## src/verilog/isa_pkg.sv

```systemverilog
`default_nettype none

//////////////////////
// Pipeline ISA constants
//////////////////////

package isa_pkg;

    // Instruction and pc width
    // Memory is word addressed, so one pc step is one word
    localparam int WORD_BITS = 32;

    // First address fetched after reset
    // Also the restart point once a program load ends
    localparam logic [WORD_BITS-1:0] RESET_PC = '0;

    // Word presented on the instruction output when nothing is valid
    // All zeros decodes as a nop further down the pipe
    localparam logic [WORD_BITS-1:0] BUBBLE_WORD = '0;

    // Increment between consecutive fetches
    localparam logic [WORD_BITS-1:0] PC_STEP = {{(WORD_BITS-1){1'b0}}, 1'b1};

endpackage

`default_nettype wire

```

## src/verilog/imem_pkg.sv

```systemverilog
`default_nettype none

//////////////////////
// Shared imem port
//////////////////////

package imem_pkg;

    // Bit positions in the request and grant vectors
    // Lower index wins in the fixed-priority arbiter
    localparam int REQ_LOADER = 0;
    localparam int REQ_FETCH = 1;

    // Requesters on the single memory port
    // Also the width of req and gnt
    localparam int NUM_REQ = 2;

endpackage

`default_nettype wire

```

## src/verilog/imem_arbiter.sv

```systemverilog
`timescale 1ns/1ns
`default_nettype none

module imem_arbiter
#(
    parameter int imem_depth = 256
)
(
    input  wire logic                           clk,
    input  wire logic                           rst,
    input  wire logic [imem_pkg::NUM_REQ-1:0]   req,
    input  wire logic [$clog2(imem_depth)-1:0]  load_addr,
    input  wire logic [isa_pkg::WORD_BITS-1:0]  load_data,
    input  wire logic [$clog2(imem_depth)-1:0]  fetch_addr,
    output logic      [imem_pkg::NUM_REQ-1:0]   gnt,
    output logic                                mem_we,
    output logic      [$clog2(imem_depth)-1:0]  mem_addr,
    output logic      [isa_pkg::WORD_BITS-1:0]  mem_wdata
);

    import imem_pkg::*;

    // Width of the starvation counter
    localparam int deny_bits = 8;

    // Consecutive cycles in which fetch asked and lost
    logic [deny_bits-1:0] deny_cnt;

    //////////////////////
    // Grant
    //////////////////////

    // Loader always wins and fetch takes what is left
    always_comb
    begin
        gnt             = '0;
        gnt[REQ_LOADER] = req[REQ_LOADER];
        gnt[REQ_FETCH]  = req[REQ_FETCH] & ~req[REQ_LOADER];
    end

    // Steer the port from whoever holds the grant
    // Only the loader ever writes
    always_comb
    begin
        mem_we = gnt[REQ_LOADER];
        if (gnt[REQ_LOADER])
        begin
            mem_addr  = load_addr;
            mem_wdata = load_data;
        end
        else
        begin
            mem_addr  = fetch_addr;
            mem_wdata = '0;
        end
    end

    //////////////////////
    // Denial tracking
    //////////////////////

    always_ff @(posedge clk)
    begin
        if (rst)
        begin
            deny_cnt <= '0;
        end
        else if (req[REQ_FETCH] && !gnt[REQ_FETCH])
        begin
            // Saturate rather than wrap
            if (deny_cnt != '1)
            begin
                deny_cnt <= deny_cnt + 1'b1;
            end
        end
        else
        begin
            deny_cnt <= '0;
        end
    end

    //////////////////////
    // Checks
    //////////////////////

    // No backlog of denied fetches once the loader is idle
    a_no_starve : assert property (@(posedge clk) disable iff (rst)
        !req[REQ_LOADER] |-> (deny_cnt == '0))
        else $error("fetch denied while loader idle");

    // Never two owners of the port
    a_gnt_onehot : assert property (@(posedge clk) disable iff (rst) $onehot0(gnt))
        else $error("imem grant not one-hot");

endmodule

`default_nettype wire

```

## config.mk

```make
export PLATFORM = sky130hd
export DESIGN_NAME = imem_arbiter
export DESIGN_NICKNAME = d
export VERILOG_FILES = /design/src/verilog/isa_pkg.sv /design/src/verilog/imem_pkg.sv /design/src/verilog/imem_arbiter.sv
export SDC_FILE = /design/constraint.sdc
export NUM_CORES = 1
export LEC_CHECK = 0
export BUFFER_PORTS_ARGS = -buffer_cell sky130_fd_sc_hd__buf_2
export CAP_MARGIN = 0
export CORE_MARGIN = 10
export CORE_UTILIZATION = 22
export DETAILED_ROUTE_END_ITERATION = 12
export GPL_ROUTABILITY_DRIVEN = 1
export PLACE_DENSITY = 0.88
export SYNTH_ARGS = -nofsm -noshare
export SYNTH_HDL_FRONTEND = slang
export SYNTH_SLANG_ARGS = --single-unit
```

## constraint.sdc

```tcl
create_clock -name vclk -period 0.8
set_input_delay 0.04 -clock vclk [all_inputs]
set_output_delay 0.04 -clock vclk [all_outputs]
set_load 0.02 [all_outputs]
```

# After elaboration in Yosys (flattened, before gate mapping)
# Index checks and enable logic that the tools add are counted.
# totals
out_inout_bits	43
regBits	0
elab_cells	4
in_bits	52
# classes
bitwise	2
mux	2
# op_table
cell	n
$mux 32	1
$mux 8	1
$and 1x1->1	1
$not 1->1	1

# Longest topological paths before layout
# depth
word_depth	2
depth_mapped	2
mapped_depth_nobuf	1

# Worst setup path before layout
# Ideal clock, no wire load.
# synth_path
path_type	input -> output
start	input port req[0] (netlist name)
end	output port mem_addr[0]
cell_stages	2
path_buffers	1
t_required_ns	0.760
slack_ns	0.256
t_arrival_ns	0.504
path_cell_list	buf_6 -> mux2_4
# synth_between
elab_chain_len	1
# synth_lines
item	line	text
start, declared	imem_arbiter.sv:11	input wire logic [imem_pkg::NUM_REQ-1:0] req,
$mux 8	imem_arbiter.sv:46	if (gnt[REQ_LOADER])
end, declared	imem_arbiter.sv:17	output logic [$clog2(imem_depth)-1:0] mem_addr,
# No other way between the ends.

# Final worst setup path
# layout_path
start	input port req[0] (netlist name)
end	output port mem_addr[5]
# The elaborated chain is that of the path after synthesis.

==> summary.log <==
qor: status.result_of_the_run complete, no violations
qor: timing.timing.final.crit_period 0.779 ns
qor: die.die-width 60.7 um
qor: setup_path.end_kind primary output
qor: power.leakage_power 0.587 nW
qor: finish.final.clkbuf_count 0
qor: setup_path.crit_fanout 9
qor: die.io_pins 95
qor: route.route.detailed.wl_per_inst 15.1 um
qor: place.numPortBuffers 93
qor: finish.postLayoutCoreUtil 59.0%
qor: finish.ff_latch_area 0 um2
qor: global_routing.grt_first_pass_wirelength 3.13 mm
qor: yosys.synthesis_warnings 0
qor: place.instance_count_after_placement_with_tap_cells_included 153
qor: place.gp_congestion 0.697
qor: setup_path.critPathKind primary input to primary output
qor: global_routing.grt_max_degree 16
qor: die.rows 14
qor: setup_path.critical_path_required 0.76 ns
qor: timing.timing_max_transition_violations_final 0
qor: global_routing.grt_remaining_overflow 0
qor: die.floorplan.core_area 0.00154 mm2
qor: timing.rsz0062_at_grt no
qor: route.drtPass1Iterations 2
qor: route.drt.antenna.violating_nets 0
qor: finish.final_net_count 192
qor: route.drcViolationCount 0
qor: yosys.cell_area_after_technology_mapping 364 um2
qor: timing.clock.fmax 1280 MHz
qor: global_routing.antenna_found_initial 0
qor: die.design.die.area 0.00368 mm2
qor: finish.diode_count 0
qor: yosys.synthesis.area_per_instance 7.75 um2
qor: worst_hold_path.hold_path_class primary input to primary output
qor: finish.layout.cells.non_filler 154
qor: setup_path.arrival 0.74 ns
qor: route.via_count 648
qor: setup_path.critical_path.startpoint_type primary input
qor: timing.least_margin_pin_slew 0.123 ns
qor: setup_path.crit_end mem_addr[5]
qor: finish.layout.sequential_cells 0
qor: yosys.synth-seq-area-share 0%
qor: yosys.synth.top_cell.area_share 55.0%
qor: global_routing.groute.usage.overall 10.5%
qor: timing.timing.max_slew.rel_slack 91.9%
qor: yosys.synth_cell_types 7
qor: clock_network.cts.hold.buffers_added 0
qor: route.dr.first_iter.drc_count 2
qor: yosys.syn-num-nets 99
qor: finish.area_growth 150%
qor: power.powerDensity 661 mW/mm2
qor: timing.setup-violations-final 0
qor: die.start_util 23.6%
qor: flow_run.drv.max_cap_violation_count 0
qor: route.route.final.wire_length 2.32 mm
qor: die.die_height 60.7 um
qor: route.avgViaCountPerCell 4.21
qor: setup_path.critical_path.startpoint req[0]
qor: power.worst_ir_drop_vdd 0.328 mV
qor: timing.timing.final.crit_share 97.3%
qor: timing.hold_viol_final 0
qor: finish.post_route_cells_drive_above_1_share 76.1%
qor: global_routing.grt_pass1_vias 699
qor: yosys.synthDominantAreaCellType sky130_fd_sc_hd__and2_1
qor: yosys.synth.area.top_cells sky130_fd_sc_hd__and2_1 (55%), sky130_fd_sc_hd__mux2_4 (29%), sky130_fd_sc_hd__buf_2 (4.1%)
qor: yosys.post_synth_inst_count 47
[report_power, final]
| group | leakage [nW] | internal (mW) | switching (mW) | total, mW |
|---|---|---|---|---|
| combinational | 0.587 | 0.305 | 0.296 | 0.602 |
| clock | 0 | 0 | 0 | 0 |
| sequential | 0 | 0 | 0 | 0 |
| total | 0.587 | 0.305 | 0.296 | 0.602 |
[critical path: stages]
cell and delay, ns:
sky130_fd_sc_hd__buf_8 0.11, sky130_fd_sc_hd__buf_12 0.14, sky130_fd_sc_hd__mux2_4 0.29, sky130_fd_sc_hd__buf_2 0.16
[timing repair]
action / CTS / global route
setup buffers: 0 / 0
setup endpoints to repair: 15 / 8
resized for setup: 8 / 6
gates cloned: 0 / 1
[cell type report]
cell class                 count  area (um2)
timing repair buffer          97         567
tap                           16        20.0
fill                         143         632
multi-input combinational     41         323
[Yosys cell counts]
cell type,n
sky130_fd_sc_hd__mux2_2,1
sky130_fd_sc_hd__buf_4,2
sky130_fd_sc_hd__buf_6,1
sky130_fd_sc_hd__and2_1,32
sky130_fd_sc_hd__buf_2,3
sky130_fd_sc_hd__mux2_4,7
sky130_fd_sc_hd__nor2b_1,1
[routing by layer]
layer  global-route usage (%)  part of all wire (%)
met2                     21.5                    51
met1                     8.60                    28
met4                    0.940                  0.82
met5                        0                     0
met3                     6.05                    20
[placed cells by master (no fill, tap or decap), drive strengths merged]
cell    synthesis  routed
and2           32      32
buf             6      96
nor2b           1       1
mux2            8       8
clkbuf          0       1
[how the worst min path moves through the flow]
stage | start | to | slack [ns] | depth (start not counted)
after global routing | fetch_addr[2] | mem_addr[2] | 0.40 | 3
after detailed placement | load_data[20] | mem_wdata[20] | 0.41 | 3
after CTS | fetch_addr[6] | mem_addr[6] | 0.39 | 3
after floorplan | req[0] | gnt[0] | 0.19 | 1
after global placement | load_data[0] | mem_wdata[0] | 0.41 | 3
final | fetch_addr[6] | mem_addr[6] | 0.39 | 3
[cell families (layout without fill, tap and decap cells)]
group         after synthesis  after routing  synth area share (%)
simple gates               33             33                  56.7
mux                         8              8                  32.0
buf+inv                     6             97                  11.3
[through the flow]
stage	hold WS [ns]	power [mW]	cell area, um2	TNS (ns)	setup slack (ns)
global placement	0.407	0.556	843	-0.357	-0.0465
finish	0.392	0.602	910	0	0.0213
global route	0.403	0.647	910	0	0.00281
CTS	0.394	0.585	868	0	0.0148
floorplan	0.193	0.316	364	0	0.256
detailed placement	0.408	0.565	843	-0.620	-0.0671
No activity file was read; power rests on OpenSTA's default activity.
