$ cat src/verilog/isa_pkg.sv
`default_nettype none

//////////////////////
// Pipeline ISA constants
//////////////////////

package isa_pkg;

    // Instruction and pc width
    // Memory is word addressed, so one pc step is one word
    localparam int WORD_BITS = 32;

    // First address fetched after reset
    // Also the restart point once a program load ends
    localparam logic [WORD_BITS-1:0] RESET_PC = '0;

    // Word presented on the instruction output when nothing is valid
    // All zeros decodes as a nop further down the pipe
    localparam logic [WORD_BITS-1:0] BUBBLE_WORD = '0;

    // Increment between consecutive fetches
    localparam logic [WORD_BITS-1:0] PC_STEP = {{(WORD_BITS-1){1'b0}}, 1'b1};

endpackage

`default_nettype wire

$ cat src/verilog/program_loader.sv
`timescale 1ns/1ns
`default_nettype none

module program_loader
#(
    parameter int imem_depth = 256
)
(
    input  wire logic                           clk,
    input  wire logic                           rst,
    input  wire logic                           load_en,
    input  wire logic                           load_we,
    input  wire logic [$clog2(imem_depth)-1:0]  load_word_addr,
    input  wire logic [isa_pkg::WORD_BITS-1:0]  load_word,
    output logic                                load_req,
    output logic      [$clog2(imem_depth)-1:0]  load_addr,
    output logic      [isa_pkg::WORD_BITS-1:0]  load_data,
    output logic                                halt,
    output logic                                restart,
    output logic      [isa_pkg::WORD_BITS-1:0]  load_count,
    output logic      [isa_pkg::WORD_BITS-1:0]  load_checksum
);

    import isa_pkg::*;

    // load_en one cycle late, for edge detection
    logic load_en_q;
    // First cycle of a load
    logic load_start;

    assign load_start = load_en & ~load_en_q;

    //////////////////////
    // Fetch control
    //////////////////////

    // Halt also covers the cycle after load_en falls,
    // when the last registered write is still going out
    assign halt    = load_en | load_en_q;
    // One cycle at the falling edge of load_en
    assign restart = load_en_q & ~load_en;

    always_ff @(posedge clk)
    begin
        if (rst)
        begin
            load_en_q <= 1'b0;
            load_req  <= 1'b0;
        end
        else
        begin
            load_en_q <= load_en;
            load_req  <= load_we & load_en;
        end
    end

    // Write payload, follows load_req by construction
    always_ff @(posedge clk)
    begin
        if (load_we)
        begin
            load_addr <= load_word_addr;
            load_data <= load_word;
        end
    end

    //////////////////////
    // Count and checksum
    //////////////////////

    always_ff @(posedge clk)
    begin
        if (rst)
        begin
            load_count    <= '0;
            load_checksum <= '0;
        end
        else if (load_start)
        begin
            // A write in the very first cycle still counts
            load_count    <= load_we ? PC_STEP : '0;
            load_checksum <= load_we ? load_word : '0;
        end
        else if (load_we && load_en)
        begin
            load_count    <= load_count + 1'b1;
            load_checksum <= load_checksum ^ load_word;
        end
    end

    // Writes only inside a load window
    a_we_in_load : assert property (@(posedge clk) disable iff (rst) load_we |-> load_en)
        else $error("load_we outside load_en");

endmodule

`default_nettype wire

$ cat config.mk
export PLATFORM = sky130hd
export DESIGN_NAME = program_loader
export DESIGN_NICKNAME = d
export VERILOG_FILES = /design/src/verilog/isa_pkg.sv /design/src/verilog/program_loader.sv
export SDC_FILE = /design/constraint.sdc
export NUM_CORES = 1
export LEC_CHECK = 0
export ABC_AREA = 1
export BUFFER_PORTS_ARGS = -buffer_cell sky130_fd_sc_hd__buf_2
export CAP_MARGIN = 0
export CORE_MARGIN = 1.5
export CORE_UTILIZATION = 54
export CTS_CLUSTER_SIZE = 10
export DETAILED_ROUTE_END_ITERATION = 6
export PLACE_DENSITY_LB_ADDON = 0.25
export SLEW_MARGIN = 30
export SYNTH_ARGS = -nofsm -noshare
export SYNTH_HDL_FRONTEND = slang
export SYNTH_SLANG_ARGS = --single-unit
$ cat constraint.sdc
create_clock -name clk -period 3.8 [get_ports clk]
set_clock_uncertainty 0.2 [all_clocks]
set_input_delay 0.38 -clock clk [delete_from_list [all_inputs] [get_ports clk]]
set_output_delay 0.38 -clock clk [all_outputs]
set_load 0.05 [all_outputs]
# --- After elaboration in Yosys (flattened, before gate mapping) ---
# Index checks and enable logic that the tools add are counted.
# W data, S select, Z words.
word_totals:
  register_bits: 106
  inputBits: 44
  out_inout_bits: 107
op_classes:
  n_addsub: 1
  n_mux: 6
  bitwise_logic: 7
  reduce_logical: 2
ops:
  columns: ["cell", "n"]
  rows:
  - ["$mux W32", 5]
  - ["$add A32 B1 Y32 const B", 1]
  - ["$xor A32 B32 Y32", 1]
  - ["$and A1 B1 Y1", 3]
  - ["$not A1 Y1", 2]
  - ["$reduce_bool A2 Y1", 1]
  - ["$logic_and A1 B1 Y1", 1]
  - ["$mux W1", 1]
  - ["$or A1 B1 Y1", 1]

# --- Logic depth before layout (Yosys ltp) ---
logic_depth:
  word_depth: 3
  ltp_mapped: 9
  mapped_depth_nobuf: 9

# --- Worst setup path after synthesis ---
# No wires, ideal clock.
synth_timing:
  kind: "register to register"
  from: "reg load_count[1] (netlist bit)"
  to: "reg load_count[26] (netlist bit)"
  setup_time_ps: 117
  t_arrival_ps: 1644
  required_time_ps: 3483
  path_slack_ps: 1839
  path_stages_with_launch: 9
  n_path_buf: 0
  synth_period_minus_slack_ps: 1961
  path_cell_list: "dfxtp_1 > ha_1 > nand2_1 > nor2_2 > nand3_4 > nor2_1 > nand3_1 > nand2_1 > nor2_1"
synth_between:
  elab_chain_cells: 3
synth_rtl:
  columns: ["item", "line", "source"]
  rows:
  - ["start: declaration", "program_loader.sv:20", "output logic [isa_pkg::WORD_BITS-1:0] load_count,"]
  - ["start signal: assignment", "program_loader.sv:81", "load_count <= load_we ? PC_STEP : '0;"]
  - ["start signal: assignment", "program_loader.sv:86", "load_count <= load_count + 1'b1;"]
  - ["$add A32 B1 Y32", "program_loader.sv:86", null]
  - ["$mux W32", "program_loader.sv:84", "else if (load_we && load_en)"]
  - ["$mux W32", "program_loader.sv:78", "else if (load_start)"]
# Every way passes these cells. The select of a mux whose other input is x is not followed.
# A chain may end at the register's enable or synchronous reset.

# --- Worst setup path after layout ---
layout_timing:
  from: "reg load_en_q"
  to: "reg load_count[8] (netlist bit)"
layout_between:
  elab_chain_cells: 3
  word_cells_on_any_way: 4
layout_rtl:
  columns: ["item", "line", "source"]
  rows:
  - ["start: declaration", "program_loader.sv:27", "logic load_en_q;"]
  - ["start signal: assignment", "program_loader.sv:52", "load_en_q <= load_en;"]
  - ["$not A1 Y1 (*)", "program_loader.sv:31", "assign load_start = load_en & ~load_en_q;"]
  - ["$and A1 B1 Y1 (*)", "program_loader.sv:31", null]
  - ["$mux W32 or $reduce_bool A2 Y1 (tied branches)", null, null]
# Mark *: on every way between the ends. The rest lies on a longest branch, timed or not.

==> results.txt <==
Row count -> 32
CP max FO -> 18
Status -> finished clean
Full die area -> 8560 µm²
CP delay by family, top -> simple AND/OR/NAND/NOR gates
Final core utilization -> 73.2%
Yosys reg bits -> 106
Antenna cells -> 0
Slowest stage cell, crit path -> nor2_2
Count leader, synth -> nand2_1
Clk_lat worst skew -> 0.37 ns
Startpoint types -> register
Most used DFF post-synth -> dfxtp_1
Nets -> 732
RSZ-0062 raised after global routing -> false
# Post-CTS Setup Buffers -> 0
GRT Total Usage -> 25.8%
DRT iter0 DRCs -> 163
CP required -> 3.91 ns
Max-cap violations -> 0
First-pass GRT wire length -> 17,400 µm
Post-DR wirelength/cell -> 13.6 µm
Sw Ratio -> 30.8%
DRC Markers -> 0
Initial core utilization -> 56.0%
CP peak stage delay -> 0.56 ns
Reg2reg setup slack -> 1.91 ns
Final wirelength -> 10,800 µm
Share of cells above drive strength 1 -> 26.7%
Top post-synthesis cells by area -> dfxtp_1 (31%), edfxtp_1 (28%), nand2_1 (12%)
Clock power share -> 29.0%
Tcrit/Tclk final -> 49.6%
Worst path most repeated cell -> inv_1
Gate Count Post-Synth -> 503
Port bufs -> 150
Minimum clock period -> 1.89 ns
Largest net degree at the start of global routing -> 42
ANT nets after route -> 0
CTS tree -> built
CP endpoint kind -> register
HP Class -> in -> reg
Post-synthesis area per instance -> 8.60 µm²
DP Wirelength -> 7600 µm
Yosys warning total -> 0
Initial antenna violation count -> 0
Sequential area share after synthesis -> 58.3%
VDD IR max -> 230 µV
Routed vias/inst -> 5.13
Cts bufs inserted -> 9
Comb pwr share -> 16.3%
LEAKAGE -> 2.35 nW
Layout overhead on the synthesized area -> 30.8%
Reg power frac -> 54.7%
Vias in the first global route -> 3,824
Post-synth EDFFs -> 40
Distinct cells, synth -> 26
Die Span Y -> 92.5 µm
H-Tree Depth -> 3
Worst Hold Depth -> 1
Area leader, netlist -> dfxtp_1
Pwr dens -> 403 nW/µm²
Max Fclk -> 530 MHz
Setup-failing EPs final -> 0
Clock buffer depth -> 2
Worst Path Class, Setup -> reg -> reg
Cell-internal power -> 1.58 mW
Top cells by count, synth -> nand2_1 (139), nor2_1 (69), dfxtp_1 (66)
Clock transition at the registers of the reported paths -> 0.10 ns
Final hold vios -> 0
Pins Over Slew Limit -> 0
Root buffer cell -> clkbuf_8
DIE WIDTH -> 92.5 µm
DRT Pass-1 Iters -> 5
Top Ports -> 151
CP bufs+invs -> 3
Total grt overflow -> 0
Share of the synthesized area in the top cell type -> 30.5%
Worst slew margin -> 50.0%
Critical path, cell by cell -> inv_1 -> nand2_2 -> inv_1 -> nor2_2 -> buf_4 -> o21ai_0 -> a21oi_1
Stages on the worst setup path -> 7
CTS sink cnt -> 106
Switching Power -> 0.704 mW
Cell area after synthesis -> 4330 µm²
Crit path DAT -> 1.99 ns
Worst R2R Path Depth -> 7
# resized after CTS -> 0
Worst-margin pin slew -> 0.749 ns
Via count -> 4,074
Routability cong. -> 0.838
Syn nets -> 548
Core area -> 7730 µm²
Synth async-reset ratio -> 0%
Setup TNS -> 0 ns
## repair_timing
item / CTS / global route
setup endpoints to repair: 0 / 0
endpoints found under the hold margin: 33 / 0
hold buffers: 33 / 0
## per-layer routing
layer / GRT usage, % / up-vias / share of wire [%]
met2: 46.6 / 156 / 51
li1: - / 2021 / -
met3: 4.43 / 18 / 7.2
met1: 30.1 / 1879 / 40
met5: 0 / - / 0
met4: 10.8 / 0 / 2.1
## flip-flops by register name (all words and copies together) (netlist names)
register	cells
load_data	32
load_addr	8
load_checksum	32
load_req	1
load_en_q	1
load_count	32
## cells in the final DEF (no fill, tap or decap), types with 4 or more instances in the layout
| cell type | n |
|---|---|
| clkbuf_8 | 9 |
| nor2_4 | 4 |
| edfxtp_1 | 40 |
| nor2_1 | 69 |
| buf_2 | 150 |
| dlygate4sd3_1 | 33 |
| nand3_1 | 25 |
| inv_6 | 4 |
| a21oi_1 | 55 |
| nand2_1 | 139 |
| nand3b_1 | 4 |
| inv_1 | 32 |
| dfxtp_1 | 66 |
| o21ai_0 | 36 |
## layout make-up
cell class,instances,area (µm²)
Tap cell,102,128
Inverter,33,124
Clock buffer,10,128
Clock inverter,6,55.1
Sequential cell,106,2520
Multi-Input combinational cell,351,1600
Fill cell,607,2070
Timing Repair Buffer,186,1100
## final timing paths
check,end,from
worst min register to register,load_checksum[25]$_SDFFE_PP0P_,load_checksum[25]$_SDFFE_PP0P_
worst max register to register,load_count[8]$_SDFFE_PP0P_,load_en_q$_SDFF_PP0_
worst min-delay path,load_data[11]$_DFFE_PP_,load_word[11]
worst max-delay path,load_count[8]$_SDFFE_PP0P_,load_en_q$_SDFF_PP0_
## worst register-to-register path: cells and delay by family, from the launching register on
| family | cells | cell delay [ns] |
|---|---|---|
| simple gates | 2 | 0.63 |
| buf+inv | 3 | 0.44 |
| flops | 1 | 0.34 |
| compound gates | 2 | 0.21 |
## per-stage QoR
step	power, mW	cells	worst slack (ns)	instance area, µm²	hold slack [ns]
final	2.28	794	1.91	5660	0.0142
after detailed placement	1.62	745	1.65	5150	0.273
after global routing	2.37	794	1.69	5660	0.00139
after floorplan	1.52	503	1.84	4330	0.262
after global placement	1.61	745	1.73	5150	0.264
after CTS	2.29	794	1.93	5660	0.00261
## logic make-up after synthesis
group	synth area share, %
flip-flops	58.3
buffers and inverters	4.71
adder cells (fa/ha/maj)	0.289
AND/OR/NAND/NOR	26.0
AO/OA/AOI/OAI	10.7
## power groups by stage
stage          clock [mW]  sequential [mW]  combinational (mW)
6_report            0.662             1.25               0.373
5_1_grt             0.719             1.25               0.393
4_1_cts             0.674             1.25               0.372
3_5_place_dp            0             1.27               0.345
3_3_place_gp            0             1.27               0.339
2_1_floorplan           0             1.45              0.0717
Note: power is estimated with default switching activity, not from simulation.
