[src/verilog/isa_pkg.sv]
`default_nettype none

//////////////////////
// Pipeline ISA constants
//////////////////////

package isa_pkg;

    // Instruction and pc width
    // Memory is word addressed, so one pc step is one word
    localparam int WORD_BITS = 32;

    // First address fetched after reset
    // Also the restart point once a program load ends
    localparam logic [WORD_BITS-1:0] RESET_PC = '0;

    // Word presented on the instruction output when nothing is valid
    // All zeros decodes as a nop further down the pipe
    localparam logic [WORD_BITS-1:0] BUBBLE_WORD = '0;

    // Increment between consecutive fetches
    localparam logic [WORD_BITS-1:0] PC_STEP = {{(WORD_BITS-1){1'b0}}, 1'b1};

endpackage

`default_nettype wire

[src/verilog/instruction_fetch.sv]
`timescale 1ns/1ns
`default_nettype none

module instruction_fetch
#(
    parameter int imem_depth = 256
)
(
    input  wire logic                           clk,
    input  wire logic                           rst,
    input  wire logic                           stall,
    input  wire logic                           redirect,
    input  wire logic [isa_pkg::WORD_BITS-1:0]  redirect_pc,
    input  wire logic                           halt,
    input  wire logic                           restart,
    input  wire logic [isa_pkg::WORD_BITS-1:0]  mem_rdata,
    input  wire logic                           fetch_gnt,
    output logic                                fetch_req,
    output logic      [$clog2(imem_depth)-1:0]  fetch_addr,
    output logic      [isa_pkg::WORD_BITS-1:0]  instr,
    output logic      [isa_pkg::WORD_BITS-1:0]  instr_pc,
    output logic      [isa_pkg::WORD_BITS-1:0]  instr_pc_next,
    output logic                                instr_valid
);

    import isa_pkg::*;

    localparam int addr_bits = $clog2(imem_depth);

    // Address of the next read to issue
    logic [WORD_BITS-1:0] pc;
    // Tag of the read in flight, becomes the output tag
    logic                 flight_live;
    logic [WORD_BITS-1:0] flight_pc;
    logic [WORD_BITS-1:0] flight_pc_next;
    // Read issued and accepted this cycle
    logic                 read_ok;

    //////////////////////
    // Read issue
    //////////////////////

    // No requests while the loader owns the memory
    assign fetch_req = ~halt;
    assign read_ok   = fetch_req & fetch_gnt;

    // On stall, re-read the word being shown
    // so it is still on mem_rdata next cycle
    always_comb
    begin
        if (stall)
        begin
            fetch_addr = flight_pc[addr_bits-1:0];
        end
        else
        begin
            fetch_addr = pc[addr_bits-1:0];
        end
    end

    //////////////////////
    // Pc and in-flight tag
    //////////////////////

    always_ff @(posedge clk)
    begin
        if (rst)
        begin
            pc          <= RESET_PC;
            flight_live <= 1'b0;
        end
        else if (restart)
        begin
            // Load just ended, start over from the top
            pc          <= RESET_PC;
            flight_live <= 1'b0;
        end
        else if (redirect)
        begin
            // Wrong-path read dropped, even under stall
            pc          <= redirect_pc;
            flight_live <= 1'b0;
        end
        else if (halt)
        begin
            flight_live <= 1'b0;
        end
        else if (stall)
        begin
            // Hold, valid survives only if the re-read went out
            flight_live <= flight_live & fetch_gnt;
        end
        else
        begin
            flight_live <= read_ok;
            if (read_ok)
            begin
                pc <= pc + PC_STEP;
            end
        end
    end

    // Pc tags of the accepted read
    always_ff @(posedge clk)
    begin
        if (!stall && read_ok)
        begin
            flight_pc      <= pc;
            flight_pc_next <= pc + PC_STEP;
        end
    end

    //////////////////////
    // Output
    //////////////////////

    // Data comes straight off the registered memory read
    assign instr         = flight_live ? mem_rdata : BUBBLE_WORD;
    assign instr_pc      = flight_pc;
    assign instr_pc_next = flight_pc_next;
    assign instr_valid   = flight_live;

    // Redirect from the pipe and restart from the loader must not collide
    a_no_redirect_restart : assert property (@(posedge clk) disable iff (rst)
        !(redirect && restart))
        else $error("redirect and restart in the same cycle");

endmodule

`default_nettype wire

[config.mk]
export PLATFORM = sky130hd
export DESIGN_NAME = instruction_fetch
export DESIGN_NICKNAME = d
export VERILOG_FILES = /design/src/verilog/isa_pkg.sv /design/src/verilog/instruction_fetch.sv
export SDC_FILE = /design/constraint.sdc
export NUM_CORES = 1
export LEC_CHECK = 0
export ABC_AREA = 1
export BUFFER_PORTS_ARGS = -buffer_cell sky130_fd_sc_hd__clkbuf_2
export CORE_ASPECT_RATIO = 0.7
export CORE_MARGIN = 2
export CORE_UTILIZATION = 38
export CTS_CLUSTER_SIZE = 24
export DETAILED_ROUTE_END_ITERATION = 16
export PLACE_DENSITY_LB_ADDON = 0.25
export REMOVE_ABC_BUFFERS = 1
export SYNTH_ARGS = -nofsm -noshare
export SYNTH_HDL_FRONTEND = slang
export SYNTH_SLANG_ARGS = --single-unit
[constraint.sdc]
create_clock -name clk -period 4.4 [get_ports clk]
set_input_delay 0.66 -clock clk [delete_from_list [all_inputs] [get_ports clk]]
set_output_delay 0.66 -clock clk [all_outputs]
set_load 0.005 [all_outputs]
**After elaboration in Yosys (flattened, before gate mapping)**

Cells that the tools add are included.

- Bits in latches: 0
- Output and inout port bits: 106
- Bits in read-only memories: 0
- Flip-flop bits (word level): 97
- Memories: 0
- Input bits: 71
- Bits in writable memories: 0

- $mul: 0
- $lt $le $gt $ge: 0
- Add/subtract/negate cells: 1
- Bitwise logic cells: 3
- Div/mod/pow operators: 0
- Shift operators: 0
- Muxes and demuxes: 7
- Reduce and logical (&&, ||, !) cells: 6
- Equal/unequal tests: 2

Operators by type and width:

| kind | count |
|---|---|
| 32-bit two-way mux | 5 |
| 32-bit by 1-bit adder with 32-bit output (second input constant) | 1 |
| 8-bit two-way mux | 1 |
| 4-bit OR reduction | 1 |
| 3-bit AND reduction | 1 |
| 1-bit bitwise AND | 2 |
| 2-bit by 1-bit != test with 1-bit output (second input constant) | 1 |
| 2-bit != test (second input constant) | 1 |
| 2-bit nonzero test | 1 |
| 2-bit OR reduction | 1 |
| 1-bit logical AND | 1 |
| 1-bit zero test | 1 |
| 1-bit two-way mux | 1 |
| 1-bit inverter | 1 |

**Logic depth before layout (Yosys ltp)**

- Depth after elaboration: 6
- Gate-level depth with buffers: 10

**Worst setup path before layout**

OpenSTA, ideal clock, no wires.

- Path type: input to register
- From: input halt
- To: register pc[18]
- Arrival: 2893 ps
- Slack: 1436 ps
- Buffers on the path: 1
- Library setup time: 70 ps
- Stages: 8
- Path through: inv_1 > nand3_1 > inv_1 > nand2_1 > inv_1 > clkbuf_1 > nand3_1 > a21oi_1

- Longest elaborated chain between the ends: 4
- Elaborated cells on any way between the ends: 5

RTL lines:

| what | line | text |
|---|---|---|
| from (decl) | instruction_fetch.sv:14 | `input wire logic halt,` |
| 1-bit inverter | instruction_fetch.sv:44 | `assign fetch_req = ~halt;` |
| 1-bit bitwise AND | instruction_fetch.sv:45 | `assign read_ok = fetch_req & fetch_gnt;` |
| 2-bit nonzero test (no source line) | - |  |
| 3-bit AND reduction (no source line) * | - |  |
| to (signal assigned) | instruction_fetch.sv:81 | `pc <= redirect_pc;` |
| to (signal assigned) | instruction_fetch.sv:98 | `pc <= pc + PC_STEP;` |
| to (decl) | instruction_fetch.sv:31 | `logic [WORD_BITS-1:0] pc;` |

Mark *: on every way between the ends. The rest lies on a longest branch, timed or not.
A chain may end at the register's enable or synchronous reset.

**Final worst setup path**

- From: register flight_live, in the netlist instr_valid
- To: output instr[8] (netlist bit)

- Longest elaborated chain between the ends: 1

RTL lines:

| what | line | text |
|---|---|---|
| from (decl) | instruction_fetch.sv:33 | `logic flight_live;` |
| from (signal assigned) | instruction_fetch.sv:91 | `flight_live <= flight_live & fetch_gnt;` |
| from (signal assigned) | instruction_fetch.sv:95 | `flight_live <= read_ok;` |
| 32-bit two-way mux | instruction_fetch.sv:118 | `assign instr = flight_live ? mem_rdata : BUBBLE_WORD;` |
| to (decl) | instruction_fetch.sv:20 | `output logic [isa_pkg::WORD_BITS-1:0] instr,` |

No other way between the ends.

==> reports/results.tsv <==
stage	metric	value	unit
run_status	status	completed	
power_and_ir_drop	p_leak	2.93	nW
power_and_ir_drop	p_per_area	324	nW/um^2
place	place_area	5760	sq um
hold_path	hp-class	reg -> reg	
finish	nets	789	
logic_synthesis	syn_area_per_cell	8.67	sq um
grt	grt_max_degree	65	
sta	tns	0	ns
flow_run	drv_cap	0	
sta	slew_headroom	25.3	%
finish	final_area	6060	sq um
routing	wl_per_cell	14.6	um
sta	fin_crit_sh	53.5	%
setup_path	cp_slowest_stage_delay	1.00	ns
setup_path	worstSetupPathType	reg -> out	
grt	overflow	0	
sta	skew	0.00843	ns
grt	grt_busiest_layer	met1	
logic_synthesis	synth_top_area_share	40.7	%
setup_path	crit_end	instr[8]	
grt	antenna_found_initial	0	
floorplan	die_h	97.3	um
grt	use_met1	29.5	%
logic_synthesis	synthFlopType	edfxtp_1	
sta	tightest_slew	1.12	ns
setup_path	start_kind	flop	
clock_network	clock-root-buffer	clkbuf_16	
setup_path	r2r_end	pc[20]	
logic_synthesis	synth_edf_count	64	
floorplan	boundaryPins	177	
grt	grt_pass1_wl	20200	um
power_and_ir_drop	p_total	1.96	mW
setup_path	cp_max_fo	34	
sta	fmax	425	MHz
clock_network	htree_levels	3	
sta	rsz0062_at_grt	no	
clock_network	post_cts_resize_count	0	
routing	dr.pass1.iters	5	
setup_path	end_kind	output port	
grt	use_met3	4.38	%
routing	wl	12900	um
clock_network	cts_tree	done	
floorplan	rows	34	
floorplan	start_util	38.4	%
logic_synthesis	synthArstFlopShare	0	%
logic_synthesis	yosys.cell_count.top_type	nand2_1	
finish	layout.cells.non_filler	884	
floorplan	fp.dieW	137	um
clock_network	cts_buffers	9	
routing	vias	4174	
power_and_ir_drop	ir_drop	0.196	mV
routing	drc_errors	0	
setup_path	r2r-start	pc[1]	
finish	syn2layout_area_growth	28.2	%
logic_synthesis	synth_seq_cells	97	
finish	antenna_cells	0	
setup_path	r2r_cells	10	
logic_synthesis	ys_seq_area_share	54.6	%
clock_network	cts_sinks	97	
finish	fillers	1213	
grt	met2_usage	28.4	%
logic_synthesis	synth_area	4730	sq um
floorplan	fp.dieArea	13400	sq um
grt	grt_usage	19.6	%
routing	viasPerCell	4.72	
grt	first_global_vias	4015	
place	gp_congestion	0.922	
clock_network	holdBufCountCts	0	
logic_synthesis	synthTopCellsByArea	edfxtp_1 41%, nand2_1 15%, dfxtp_1 14%, inv_1 6.8%, a21oi_1 2.5%	
logic_synthesis	synth_warnings	0	
place	dp_hpwl	9270	um
logic_synthesis	yosysUniqueCellTypes	25	
routing	drt_iter0_drc	339	
sta	fin_crit	2.35	ns
logic_synthesis	synth_commonest_cells	190 x nand2_1, 86 x inv_1, 64 x edfxtp_1	
logic_synthesis	synth_area_leader_cell	edfxtp_1	
clock_network	cts_setup_buffers	0	
clock_network	clkSlewWorstSetupHoldPaths	0.06	ns
sta	slew_viol_final	0	
place	numPlacedInstances	868	
floorplan	core	12300	sq um
sta	hold_viol	0	
setup_path	worstPathRequired	3.74	ns
sta	holdWs	0.468	ns
setup_path	startpoint	instr_valid	
setup_path	rrSetupSlack	2.54	ns
setup_path	cp_data_arrival_time	1.69	ns
finish	drive_gt1_share	30.3	%
logic_synthesis	synthCells	545	
clock_network	insertion_delay	0.34	ns
place	port_buffers	176	
routing	ant_nets	0	
setup_path	path_cells	nand2_1 > inv_1 > clkbuf_2	
clock_network	cts_max_path_buffers	2	
setup_path	crit_slowest_cell	dfxtp_1	
sta	setup_viol	0	
-- how the worst min path moves through the flow --
| stage | start | endpoint | slack (ns) | cells past startpoint |
|---|---|---|---|---|
| 2_1_floorplan | pc[31] | instr_pc[31] | 0.43 | 0 |
| 3_3_place_gp | pc[31] | instr_pc[31] | 0.45 | 0 |
| 3_5_place_dp | pc[31] | instr_pc[31] | 0.45 | 0 |
| 4_1_cts | pc[31] | instr_pc[31] | 0.47 | 0 |
| 5_1_grt | pc[31] | instr_pc[31] | 0.48 | 0 |
| 6_report | pc[31] | instr_pc[31] | 0.47 | 0 |
-- layout make-up --
cell class / instances / area [sq um] / area share (%)
clock inverter: 4 / 67.6 / 1.12
clock buffer: 12 / 236 / 3.90
multi-input combinational: 343 / 1740 / 28.8
inverter: 88 / 330 / 5.45
timing repair buffer: 178 / 896 / 14.8
tap: 162 / 203 / 3.35
sequential: 97 / 2580 / 42.6
-- critical path: cells and delay by family (launching register included) --
| family | cells | cell delay (ns) |
|---|---|---|
| flip-flops | 1 | 1.00 |
| buffers and inverters | 2 | 0.21 |
| AND/OR/NAND/NOR | 1 | 0.13 |
-- state kept, by name, summed over array words and instances, names as in the netlist --
name,count
instr_pc,32
instr_pc_next,32
instr_valid,1
pc,32
-- cell families after synthesis --
kind of cell | synth area share (%)
XOR/XNOR | 3.73
adder cells (fa/ha/maj) | 0.265
AO/OA/AOI/OAI | 7.68
buffers and inverters | 8.45
AND/OR/NAND/NOR | 25.2
flip-flops | 54.6
-- metrics by stage --
| step | utilization, % | setup WS, ns |
|---|---|---|
| 3_3_place_gp | 46.8 | 1.96 |
| 4_1_cts | 49.3 | 2.05 |
| 3_5_place_dp | 46.8 | 1.85 |
| 2_1_floorplan | - | 1.26 |
| 5_1_grt | 49.3 | 1.85 |
| 6_report | 49.3 | 2.05 |
-- layout by cell type (no fill, tap or decap), types with 2 or more instances in the layout --
cell,synthesis,layout
and2_1,3,3
bufinv_16,0,2
clkbuf_1,13,3
xor2_2,6,6
nor2_8,4,4
edfxtp_1,64,64
nor2_1,32,32
clkinv_1,0,2
a31oi_1,8,8
dfxtp_1,33,33
xor2_1,8,8
o21ai_0,21,21
buf_4,0,2
a21oi_1,24,24
nand2_2,6,6
inv_2,2,3
clkbuf_2,0,176
nor2_4,9,9
clkbuf_16,0,9
a22o_1,8,8
nand2_1,190,190
inv_1,86,85
nand3_1,18,18
-- power by group --
| group | leakage, nW | internal (mW) | switching, mW |
|---|---|---|---|
| clock network | 0.146 | 0.495 | 0.319 |
| logic | 1.90 | 0.0557 | 0.0793 |
| registers | 0.882 | 0.995 | 0.0208 |
-- metal layers --
| metal | vias to the layer above | part of all wire (%) |
|---|---|---|
| met5 | - | 0 |
| li1 | 2056 | - |
| met4 | 0 | 1.4 |
| met1 | 1946 | 50 |
| met2 | 156 | 42 |
| met3 | 16 | 6.7 |
(Power assumes the default switching activity.)
